### config.mk
export PLATFORM = sky130hd
export DESIGN_NAME = scaler_top
export DESIGN_NICKNAME = d
export VERILOG_FILES = /design/src/scaler_pkg.sv /design/src/scaler_apb_regs.sv /design/src/line_writer.sv /design/src/line_store.sv /design/src/line_blender.sv /design/src/scaler_top.sv
export SDC_FILE = /design/constraint.sdc
export NUM_CORES = 1
export LEC_CHECK = 0
export ABC_AREA = 1
export BUFFER_PORTS_ARGS = -buffer_cell sky130_fd_sc_hd__clkbuf_2
export CAP_MARGIN = 20
export CORE_MARGIN = 5
export CORE_UTILIZATION = 50
export CTS_CLUSTER_DIAMETER = 60
export CTS_CLUSTER_SIZE = 12
export DETAILED_ROUTE_END_ITERATION = 8
export PLACE_DENSITY = 0.66
export SLEW_MARGIN = 20
export SYNTH_ARGS = -nofsm -noshare
export SYNTH_HDL_FRONTEND = slang
export SYNTH_SLANG_ARGS = --single-unit
### constraint.sdc
create_clock -name clk24 -period 2.6 [get_ports clk24]
set_input_delay 0.52 -clock clk24 [delete_from_list [all_inputs] [get_ports clk24]]
set_output_delay 0.52 -clock clk24 [all_outputs]
set_load 0.05 [all_outputs]
### src/scaler_pkg.sv
`default_nettype none

package scaler_pkg;

    // --------------------
    // sizes
    // --------------------

    // pixels per source line, kept small for simulation
    localparam int LINE_PIXELS = 16;
    localparam int PIX_ADDR_W = $clog2(LINE_PIXELS);

    // three source lines in, five display lines out
    localparam int LINES_PER_GROUP = 3;
    localparam int OUT_LINES_PER_GROUP = 5;

    // groups A and B, one fills while the other is read
    localparam int NUM_GROUPS = 2;

    localparam int LINE_CNT_W = 16;

    // --------------------
    // apb address map
    // --------------------

    localparam logic [3:0] ADDR_CTRL = 4'h0;
    localparam logic [3:0] ADDR_STATUS = 4'h4;
    localparam logic [3:0] ADDR_LINE_COUNT = 4'h8;

    localparam int CTRL_ENABLE_BIT = 0;
    localparam int CTRL_BLEND_BIT = 1;
    localparam int STATUS_OVERFLOW_BIT = 0;

    // --------------------
    // types
    // --------------------

    // palette colour, blue in the top bits
    typedef struct packed {
        logic [1:0] b;
        logic [2:0] g;
        logic [2:0] r;
    } color233_t;

    // display colour
    typedef struct packed {
        logic [4:0] b;
        logic [4:0] g;
        logic [4:0] r;
    } color555_t;

    // source stream beat, no handshake
    typedef struct packed {
        logic      valid;
        logic      sol;
        logic      sof;
        color233_t color;
    } src_pix_t;

    // one pixel column across the three lines of a group
    typedef struct packed {
        color233_t [LINES_PER_GROUP-1:0] ln;
    } line_triple_t;

    // store write command
    typedef struct packed {
        logic                  en;
        logic                  group;
        logic [1:0]            line;
        logic [PIX_ADDR_W-1:0] addr;
        color233_t             color;
    } wr_req_t;

    typedef struct packed {
        logic      sol;
        color555_t color;
    } out_pix_t;

    typedef struct packed {
        logic        psel;
        logic        penable;
        logic        pwrite;
        logic [3:0]  paddr;
        logic [31:0] pwdata;
    } apb_req_t;

    typedef struct packed {
        logic        pready;
        logic        pslverr;
        logic [31:0] prdata;
    } apb_rsp_t;

    typedef struct packed {
        logic enable;
        logic blend;
    } ctrl_t;

endpackage

`default_nettype wire

### src/scaler_apb_regs.sv
`timescale 1ns/10ps
`default_nettype none

module scaler_apb_regs import scaler_pkg::*; (
    input  logic     clk24,
    input  logic     rst_n_i,
    input  apb_req_t apb_req_i,
    output apb_rsp_t apb_rsp_o,
    output ctrl_t    ctrl_o,
    input  logic     overflow_i,
    input  logic     line_start_i
);

    logic acc;
    logic wr_acc;
    logic hit_ctrl;
    logic hit_status;
    logic hit_count;
    logic mapped;

    ctrl_t                 ctrl_q;
    logic                  ovf_q;
    logic [LINE_CNT_W-1:0] line_cnt;

    // access phase of a transfer
    assign acc = apb_req_i.psel && apb_req_i.penable;
    assign wr_acc = acc && apb_req_i.pwrite;

    // address decode
    assign hit_ctrl = (apb_req_i.paddr == ADDR_CTRL);
    assign hit_status = (apb_req_i.paddr == ADDR_STATUS);
    assign hit_count = (apb_req_i.paddr == ADDR_LINE_COUNT);
    assign mapped = hit_ctrl || hit_status || hit_count;

    // --------------------
    // read side
    // --------------------

    always_comb
    begin
        apb_rsp_o = '0;
        // never any wait states
        apb_rsp_o.pready = 1'b1;
        apb_rsp_o.pslverr = acc && !mapped;
        if (acc && !apb_req_i.pwrite)
        begin
            if (hit_ctrl)
            begin
                apb_rsp_o.prdata[CTRL_ENABLE_BIT] = ctrl_q.enable;
                apb_rsp_o.prdata[CTRL_BLEND_BIT] = ctrl_q.blend;
            end
            if (hit_status)
                apb_rsp_o.prdata[STATUS_OVERFLOW_BIT] = ovf_q;
            if (hit_count)
                apb_rsp_o.prdata[LINE_CNT_W-1:0] = line_cnt;
        end
    end

    // --------------------
    // registers
    // --------------------

    always_ff @(posedge clk24 or negedge rst_n_i)
    begin
        if (!rst_n_i)
        begin
            // scaler runs with blending out of reset
            ctrl_q <= '{enable: 1'b1, blend: 1'b1};
            ovf_q <= 1'b0;
            line_cnt <= '0;
        end
        else
        begin
            if (wr_acc && hit_ctrl)
            begin
                ctrl_q.enable <= apb_req_i.pwdata[CTRL_ENABLE_BIT];
                ctrl_q.blend <= apb_req_i.pwdata[CTRL_BLEND_BIT];
            end
            // sticky, a new event beats the clear
            if (overflow_i)
                ovf_q <= 1'b1;
            else if (wr_acc && hit_status && apb_req_i.pwdata[STATUS_OVERFLOW_BIT])
                ovf_q <= 1'b0;
            // counts accepted line starts, wraps
            if (line_start_i)
                line_cnt <= line_cnt + 1'b1;
        end
    end

    assign ctrl_o = ctrl_q;

    // access phase only ever follows a selected setup phase
    a_penable_needs_psel: assert property (@(posedge clk24) disable iff (!rst_n_i)
        apb_req_i.penable |-> apb_req_i.psel);

endmodule

`default_nettype wire

### src/line_writer.sv
`timescale 1ns/10ps
`default_nettype none

module line_writer import scaler_pkg::*; (
    input  logic     clk24,
    input  logic     rst_n_i,
    input  ctrl_t    ctrl_i,
    input  src_pix_t src_pix_i,
    output wr_req_t  wr_o,
    output logic     group_done_o,
    output logic     done_group_o,
    input  logic     group_free_i,
    input  logic     free_group_i,
    output logic     overflow_o
);

    logic [PIX_ADDR_W-1:0] pix_cnt;
    logic [1:0]            line_idx;
    logic                  wr_group;
    logic                  in_line;
    logic                  dropping;
    logic [NUM_GROUPS-1:0] full_q;

    logic       take;
    logic       start;
    logic       cur_group;
    logic [1:0] cur_line;
    logic       drop_start;
    logic       drop_now;
    logic       line_end;
    logic       grp_end;

    // source beats are only looked at while enabled
    assign take = ctrl_i.enable && src_pix_i.valid;
    assign start = take && src_pix_i.sol;

    // sof snaps back to group A, line 0
    assign cur_group = (start && src_pix_i.sof) ? 1'b0 : wr_group;
    assign cur_line = (start && src_pix_i.sof) ? 2'd0 : line_idx;

    // group still owned by the blender, give up on all three lines
    assign drop_start = start && (cur_line == 2'd0) && full_q[cur_group];
    assign drop_now = start ? ((cur_line == 2'd0) ? full_q[cur_group] : dropping) : dropping;

    assign line_end = take && in_line && !src_pix_i.sol
                      && (pix_cnt == PIX_ADDR_W'(LINE_PIXELS - 1));
    assign grp_end = line_end && (line_idx == 2'(LINES_PER_GROUP - 1));

    // write goes straight to the store this cycle
    always_comb
    begin
        wr_o.en = take && (start || in_line) && !drop_now;
        wr_o.group = cur_group;
        wr_o.line = cur_line;
        wr_o.addr = start ? '0 : pix_cnt;
        wr_o.color = src_pix_i.color;
    end

    always_ff @(posedge clk24 or negedge rst_n_i)
    begin
        if (!rst_n_i)
        begin
            pix_cnt <= '0;
            line_idx <= '0;
            wr_group <= 1'b0;
            in_line <= 1'b0;
            dropping <= 1'b0;
            full_q <= '0;
            group_done_o <= 1'b0;
            done_group_o <= 1'b0;
            overflow_o <= 1'b0;
        end
        else
        begin
            group_done_o <= 1'b0;
            overflow_o <= drop_start;
            if (start)
            begin
                // pixel 0 written above, next one is 1
                in_line <= 1'b1;
                pix_cnt <= PIX_ADDR_W'(1);
                wr_group <= cur_group;
                line_idx <= cur_line;
                dropping <= drop_now;
            end
            else if (take && in_line)
            begin
                pix_cnt <= pix_cnt + 1'b1;
                if (line_end)
                begin
                    in_line <= 1'b0;
                    if (grp_end)
                    begin
                        line_idx <= 2'd0;
                        // after a drop the same group is tried again
                        dropping <= 1'b0;
                        if (!dropping)
                        begin
                            wr_group <= ~wr_group;
                            group_done_o <= 1'b1;
                            done_group_o <= wr_group;
                        end
                    end
                    else
                        line_idx <= line_idx + 1'b1;
                end
            end
            // full from completion until the blender lets go
            if (group_free_i)
                full_q[free_group_i] <= 1'b0;
            if (grp_end && !dropping)
                full_q[wr_group] <= 1'b1;
        end
    end

    // never overwrite a group queued or being read by the blender
    a_no_write_full: assert property (@(posedge clk24) disable iff (!rst_n_i)
        wr_o.en |-> !full_q[wr_o.group]);

    // lines must arrive complete
    a_sol_after_line: assert property (@(posedge clk24) disable iff (!rst_n_i)
        start |-> !in_line);

endmodule

`default_nettype wire

### src/line_store.sv
`timescale 1ns/10ps
`default_nettype none

module line_store import scaler_pkg::*; (
    input  logic                  clk24,
    input  wr_req_t               wr_i,
    input  logic                  rd_group_i,
    input  logic [PIX_ADDR_W-1:0] rd_addr_i,
    output line_triple_t          rd_data_o
);

    // six line memories, A0..A2 and B0..B2
    color233_t mem [NUM_GROUPS][LINES_PER_GROUP][LINE_PIXELS];

    // --------------------
    // write port
    // --------------------

    // one pixel per cycle from the writer
    always_ff @(posedge clk24)
    begin
        if (wr_i.en)
            mem[wr_i.group][wr_i.line][wr_i.addr] <= wr_i.color;
    end

    // --------------------
    // read port
    // --------------------

    // same column of all three lines of a group, registered
    always_ff @(posedge clk24)
    begin
        for (int k = 0; k < LINES_PER_GROUP; k++)
        begin
            rd_data_o.ln[k] <= mem[rd_group_i][k][rd_addr_i];
        end
    end

endmodule

`default_nettype wire

### src/line_blender.sv
`timescale 1ns/10ps
`default_nettype none

module line_blender import scaler_pkg::*; (
    input  logic                  clk24,
    input  logic                  rst_n_i,
    input  ctrl_t                 ctrl_i,
    input  logic                  group_done_i,
    input  logic                  done_group_i,
    output logic                  group_free_o,
    output logic                  free_group_o,
    output logic                  rd_group_o,
    output logic [PIX_ADDR_W-1:0] rd_addr_o,
    input  line_triple_t          rd_data_i,
    output out_pix_t              out_pix_o,
    output logic                  out_valid_o,
    input  logic                  out_ready_i,
    output logic                  line_start_o
);

    // per pixel tag carried down the pipe
    typedef struct packed {
        logic sol;
        logic last;
        logic grp;
    } tag_t;

    // channel sums, blue keeps 4 bits
    typedef struct packed {
        logic [3:0] b;
        logic [4:0] g;
        logic [4:0] r;
    } sum_t;

    logic [1:0]            q_cnt;
    logic                  q0;
    logic                  q1;
    logic [PIX_ADDR_W-1:0] pix;
    logic [2:0]            oline;
    logic                  adv;
    logic                  issue;
    logic                  last_issue;
    logic                  pop;

    logic                  v1;
    logic                  v2;
    logic                  v3;
    tag_t                  t1;
    tag_t                  t2;
    tag_t                  t3;
    tag_t                  t4;
    logic [PIX_ADDR_W-1:0] s1_addr;
    logic [2:0]            s1_line;
    logic [3:0][1:0]       sel;
    color233_t             ma;
    color233_t             mb;
    color233_t             mc;
    color233_t             md;
    color233_t             c2;
    color233_t             d2;
    color233_t             d3;
    sum_t                  s2;
    sum_t                  s3;
    sum_t                  s4;

    // whole pipe moves only when the sink takes
    assign adv = out_ready_i;

    // --------------------
    // group queue and read sequencing
    // --------------------

    assign issue = (q_cnt != 2'd0) && ctrl_i.enable;
    assign last_issue = (pix == PIX_ADDR_W'(LINE_PIXELS - 1))
                        && (oline == 3'(OUT_LINES_PER_GROUP - 1));
    assign pop = adv && issue && last_issue;

    // on a stall re-read the column held in the read stage
    assign rd_group_o = adv ? q0 : t1.grp;
    assign rd_addr_o = adv ? pix : s1_addr;

    always_ff @(posedge clk24 or negedge rst_n_i)
    begin
        if (!rst_n_i)
        begin
            q_cnt <= '0;
            q0 <= 1'b0;
            q1 <= 1'b0;
            pix <= '0;
            oline <= '0;
        end
        else
        begin
            // two entry fifo of finished groups
            if (pop)
                q0 <= q1;
            if (group_done_i)
            begin
                if (q_cnt == 2'd0 || (q_cnt == 2'd1 && pop))
                    q0 <= done_group_i;
                else
                    q1 <= done_group_i;
            end
            q_cnt <= q_cnt + 2'(group_done_i) - 2'(pop);
            // five passes over the group per entry
            if (adv && issue)
            begin
                if (pix == PIX_ADDR_W'(LINE_PIXELS - 1))
                begin
                    pix <= '0;
                    oline <= last_issue ? 3'd0 : oline + 3'd1;
                end
                else
                    pix <= pix + 1'b1;
            end
        end
    end

    // --------------------
    // line table
    // --------------------

    // stored line for each mix input, packed as d, c, b, a
    always_comb
    begin
        if (ctrl_i.blend)
        begin
            case (s1_line)
                3'd0: sel = {2'd0, 2'd0, 2'd0, 2'd0};
                3'd1: sel = {2'd1, 2'd0, 2'd0, 2'd0};
                3'd2: sel = {2'd1, 2'd1, 2'd1, 2'd1};
                3'd3: sel = {2'd2, 2'd2, 2'd1, 2'd1};
                default: sel = {2'd2, 2'd2, 2'd2, 2'd2};
            endcase
        end
        else
        begin
            // plain repeat 1, 2, 2, 3, 3
            case (s1_line)
                3'd0: sel = {2'd0, 2'd0, 2'd0, 2'd0};
                3'd1, 3'd2: sel = {2'd1, 2'd1, 2'd1, 2'd1};
                default: sel = {2'd2, 2'd2, 2'd2, 2'd2};
            endcase
        end
    end

    assign ma = rd_data_i.ln[sel[0]];
    assign mb = rd_data_i.ln[sel[1]];
    assign mc = rd_data_i.ln[sel[2]];
    assign md = rd_data_i.ln[sel[3]];

    // --------------------
    // mix pipeline
    // --------------------

    always_ff @(posedge clk24 or negedge rst_n_i)
    begin
        if (!rst_n_i)
        begin
            v1 <= 1'b0;
            v2 <= 1'b0;
            v3 <= 1'b0;
            out_valid_o <= 1'b0;
        end
        else if (adv)
        begin
            v1 <= issue;
            v2 <= v1;
            v3 <= v2;
            out_valid_o <= v3;
        end
    end

    always_ff @(posedge clk24)
    begin
        if (adv)
        begin
            // read stage
            t1 <= '{sol: (pix == '0), last: last_issue, grp: q0};
            s1_addr <= pix;
            s1_line <= oline;
            // a + b
            t2 <= t1;
            s2.r <= 5'(ma.r) + 5'(mb.r);
            s2.g <= 5'(ma.g) + 5'(mb.g);
            s2.b <= 4'(ma.b) + 4'(mb.b);
            c2 <= mc;
            d2 <= md;
            // plus c
            t3 <= t2;
            s3.r <= s2.r + 5'(c2.r);
            s3.g <= s2.g + 5'(c2.g);
            s3.b <= s2.b + 4'(c2.b);
            d3 <= d2;
            // plus d, plus 1 for rounding
            t4 <= t3;
            s4.r <= s3.r + 5'(d3.r) + 5'd1;
            s4.g <= s3.g + 5'(d3.g) + 5'd1;
            s4.b <= s3.b + 4'(d3.b) + 4'd1;
        end
    end

    // bgr555 pack, blue lsb stays 0
    always_comb
    begin
        out_pix_o.sol = t4.sol;
        out_pix_o.color.r = s4.r;
        out_pix_o.color.g = s4.g;
        out_pix_o.color.b = {s4.b, 1'b0};
    end

    // group returned once its final pixel is taken
    assign group_free_o = out_valid_o && out_ready_i && t4.last;
    assign free_group_o = t4.grp;
    assign line_start_o = out_valid_o && out_ready_i && t4.sol;

    // held pixel must not change under back-pressure
    a_out_stable: assert property (@(posedge clk24) disable iff (!rst_n_i)
        out_valid_o && !out_ready_i |=> out_valid_o && $stable(out_pix_o));

endmodule

`default_nettype wire

### src/scaler_top.sv
`timescale 1ns/10ps
`default_nettype none

module scaler_top import scaler_pkg::*; (
    input  logic     clk24,
    input  logic     rst_n_i,
    input  apb_req_t apb_req_i,
    output apb_rsp_t apb_rsp_o,
    input  src_pix_t src_pix_i,
    output out_pix_t out_pix_o,
    output logic     out_valid_o,
    input  logic     out_ready_i
);

    ctrl_t                 ctrl;
    logic                  overflow;
    logic                  line_start;
    wr_req_t               wr;
    logic                  group_done;
    logic                  done_group;
    logic                  group_free;
    logic                  free_group;
    logic                  rd_group;
    logic [PIX_ADDR_W-1:0] rd_addr;
    line_triple_t          rd_data;

    // --------------------
    // control block
    // --------------------

    scaler_apb_regs u_regs (
        .clk24        (clk24),
        .rst_n_i      (rst_n_i),
        .apb_req_i    (apb_req_i),
        .apb_rsp_o    (apb_rsp_o),
        .ctrl_o       (ctrl),
        .overflow_i   (overflow),
        .line_start_i (line_start)
    );

    // --------------------
    // datapath
    // --------------------

    // source lines into groups of three
    line_writer u_writer (
        .clk24        (clk24),
        .rst_n_i      (rst_n_i),
        .ctrl_i       (ctrl),
        .src_pix_i    (src_pix_i),
        .wr_o         (wr),
        .group_done_o (group_done),
        .done_group_o (done_group),
        .group_free_i (group_free),
        .free_group_i (free_group),
        .overflow_o   (overflow)
    );

    line_store u_store (
        .clk24      (clk24),
        .wr_i       (wr),
        .rd_group_i (rd_group),
        .rd_addr_i  (rd_addr),
        .rd_data_o  (rd_data)
    );

    // each group read as five display lines
    line_blender u_blender (
        .clk24        (clk24),
        .rst_n_i      (rst_n_i),
        .ctrl_i       (ctrl),
        .group_done_i (group_done),
        .done_group_i (done_group),
        .group_free_o (group_free),
        .free_group_o (free_group),
        .rd_group_o   (rd_group),
        .rd_addr_o    (rd_addr),
        .rd_data_i    (rd_data),
        .out_pix_o    (out_pix_o),
        .out_valid_o  (out_valid_o),
        .out_ready_i  (out_ready_i),
        .line_start_o (line_start)
    );

endmodule

`default_nettype wire

==> flow_summary_export.csv <==
group,metric,value,unit
clock_network,cts_buffers,89,
worst_setup_path,worstPathRequired,2080,ps
layout,final_core_util,56.8,%
pwr,ir_drop,0.637,mV
placement,postPlaceCellArea,0.0440,mm^2
worst_setup_path,r2r_slack,250,ps
layout,syn_to_final_growth,12.6,%
synth,synth_async_sr_flop_share,5.22,%
layout,drive_above_1_share,10.6,%
placement,gp_congestion,0.829,
synth,postSynthCellCount,3976,
synth,synth_mux_area_share,0.0272,%
placement,dp_hpwl,61000,um
sta,hold_violations,0,
synth,synth_top_family_by_area,"simple AND/OR/NAND/NOR gates",
clock_network,clkSinkCount,919,
placement,port_buffers,55,
floorplanning,core,0.0821,mm^2
layout,final_nets,4195,
floorplanning,die_w,298,um
worst_setup_path,cp_slowest_cell,"dfstp_2",
worst_setup_path,cp.depth,5,
synth,syn_area_per_cell,10.4,um^2
synth,synth_adder_area_share,0.905,%
synth,synth.area.top_cells,"edfxtp_1 61%, nand3_1 10%, inv_1 6.9%",
floorplanning,initial_core_util,50.5,%
floorplanning,io_pins,104,
layout,final_area,0.0467,mm^2
pwr,power,40.0,mW
worst_setup_path,cp.arrival,1960,ps
clock_network,worstSkewPairLatency,640,ps
worst_setup_path,cp-end-kind,"output pin",
worst_setup_path,criticalPathCategory,"flip-flop to output pin",
synth,synth_xor_area_share,0.591,%
sta,clock_skew,28.2,ps
clock_network,ctsHtreeMaxLevel,3,
layout,layout_common_cells,"865 x nand3_1, 843 x edfxtp_1, 764 x inv_1",
grt,grt_pass1_vias,27051,
route,routedWlPerCell,18.9,um
route,ant_nets,0,
route,vias,27759,
synth,synth_flop_cell,"edfxtp_1",
clock_network,cts_tree,"built",
route,routed_via_density,5.29,
route,wl_met2,46900,um
sta,fmax,403,MHz
sta,fin_crit,2480,ps
grt,grt_overflow,0,
worst_setup_path,critPathLaunchType,"flip-flop",
worst_setup_path,worstPathCellList,"inv_1, o21ai_0, o21ai_0, inv_1, buf_2",
sta,fin_crit_sh,95.5,%
worst_setup_path,r2r-end,"u_store.mem[1][209]",
route,highest_layer,"met4",
route,drc,0,
synth,yosysSeqAreaShare,65.3,%
worst_setup_path,reg2regPathDepth,8,
min_path,hold_class,"input pin to flip-flop",
route,drt_wl_total,99300,um
synth,synth-simple-area-share,21.7,%
grt,grt_max_degree,115,
clock_network,cts-root-buf,"clkbuf_16",
worst_setup_path,crit_buf_inv,3,
pwr,p_leak,19.6,nW
route,detailedRoute.firstPassIterationCount,5,
synth,synth.top_cell.area_share,61.1,%
worst_setup_path,crit_family,"flip-flops",
pwr,p_per_area,857,mW/mm^2
sta,rsz0062_at_grt,"false",
job,cap_violations,0,
synth,synth_seq_cells,919,
floorplanning,die_h,298,um
synth,synth-edff-count,843,
route,routed-wl-met3,7340,um
synth,synth_top_cell_by_area,"edfxtp_1",
sta,setup_viol,0,
clock_network,clk_path_buf_depth,3,
route,wl_met1,41700,um
synth,synth_compound_area_share,1.34,%
sta,worst_pin_slew,807,ps
grt,antenna_found_initial,0,
worst_setup_path,crit_end,"apb_rsp_o[0]",
route,first_iter_violations,2659,
worst_setup_path,crit_fanout,5,
sta,maxSlewViolCount,0,
grt,grt_pass1_wl,155000,um
worst_setup_path,rr_startpoint,"u_regs.ctrl_o[1]",
min_path,whs_path_depth,3,
layout,final_common_cell,"nand3_1",
floorplanning,die-area,0.0888,mm^2
synth,yosysWarnings,0,
worst_setup_path,startpoint,"u_regs.ctrl_o[1]",
synth,ys_types,42,
worst_setup_path,max_stage_delay,590,ps
sta,relSlewSlack,46.2,%
clock_network,clk_pin_slew,60,ps
grt,track_usage,22.2,%
synth,netlist_area,0.0415,mm^2
floorplanning,rows,105,
status,outcome,"finished, final reports clean",
layout,diodes,0,
## cells in the mapped netlist (4+ instances only)
library cell,count
buf_1,10
edfxtp_1,843
buf_6,9
nand4_1,4
nand2_1,753
nand3_1,865
o211ai_1,9
buf_4,42
nor3_1,69
xor2_1,22
nor2_1,45
a21oi_1,26
fa_1,5
nor3_2,36
dfxtp_1,28
dfrtp_1,46
xnor2_1,6
nand3b_1,96
inv_2,5
o21ai_0,59
inv_1,766
clkbuf_1,43
nand2_2,6
buf_2,130
ha_1,22
nand2_4,5
## final cells by class
cell class | instances | area (um^2)
fill | 6790 | 35400
sequential | 919 | 27100
multi-input combinational | 2066 | 10300
inverter | 773 | 2910
clock buffer | 142 | 2480
timing repair buffer | 266 | 2380
tap | 1070 | 1340
clock inverter | 11 | 145
## metrics by stage
stage	worst slack [ps]	cells	setup TNS, ps	hold WS (ps)
3_3_place_gp	101	5093	0	401
2_1_floorplan	-135	3992	-1350	224
4_1_cts	44.8	5247	0	67.9
3_5_place_dp	81.1	5093	0	405
5_1_grt	0.804	5247	0	96.4
6_report	118	5247	0	107
## tightest hold or removal path, stage by stage
cell	delay, ps
clkbuf_2	90
nand2_1	50
o21ai_0	70
## per-layer routing
metal | vias to the layer above | track usage, %
met3 | 181 | 3.17
li1 | 13382 | -
met2 | 984 | 36.3
met5 | - | 0
met4 | 0 | 8.21
met1 | 13212 | 30.6
## report_power, final
part / total [mW] / switching, mW / internal, mW / leakage [nW]
registers: 17.9 / 0.654 / 17.2 / 8.45
logic: 10.1 / 7.06 / 3.02 / 9.93
clock network: 12.0 / 5.36 / 6.65 / 1.26
## cells by family (layout without fill, tap and decap cells)
logic type	after synthesis	in the layout
AOI/OAI and AO/OA	102	102
xor gates and xnor gates	28	28
adders and majority gates	27	27
buffers and inverters	1007	1192
DFF	919	919
muxes	1	1
other	2	18
and+or+nand+nor	1890	1890
## sequential cells by signal (all words and copies together), names as in the netlist, 8 cells and up
register and flops:
u_store.mem 768, u_store.rd_data_o 24, u_blender.s2 8, u_blender.out_pix_o 15, u_blender.d2 8, u_blender.s3 14
u_blender.d3 8, u_blender.c2 8, u_regs.line_cnt 16
## how the worst min path moves through the flow
stage,end,slack [ps],from
5_1_grt,u_regs.ctrl_o[1],100,apb_req_i[0]
6_report,u_regs.ctrl_o[1],110,apb_req_i[0]
2_1_floorplan,u_blender.oline[0],220,rst_n_i
3_3_place_gp,u_blender.d3[4],400,u_blender.d2[4]
4_1_cts,u_regs.ctrl_o[1],70,apb_req_i[0]
3_5_place_dp,u_blender.s3[10],400,u_blender.c2[6]
## repair_timing
action,CTS,global route
buffers inserted,0,0
hold buffers,1,0
hold endpoints to repair,22,0
setup endpoints to repair,0,1
gates resized for setup,0,2
Power figures use the tool's default switching activity.
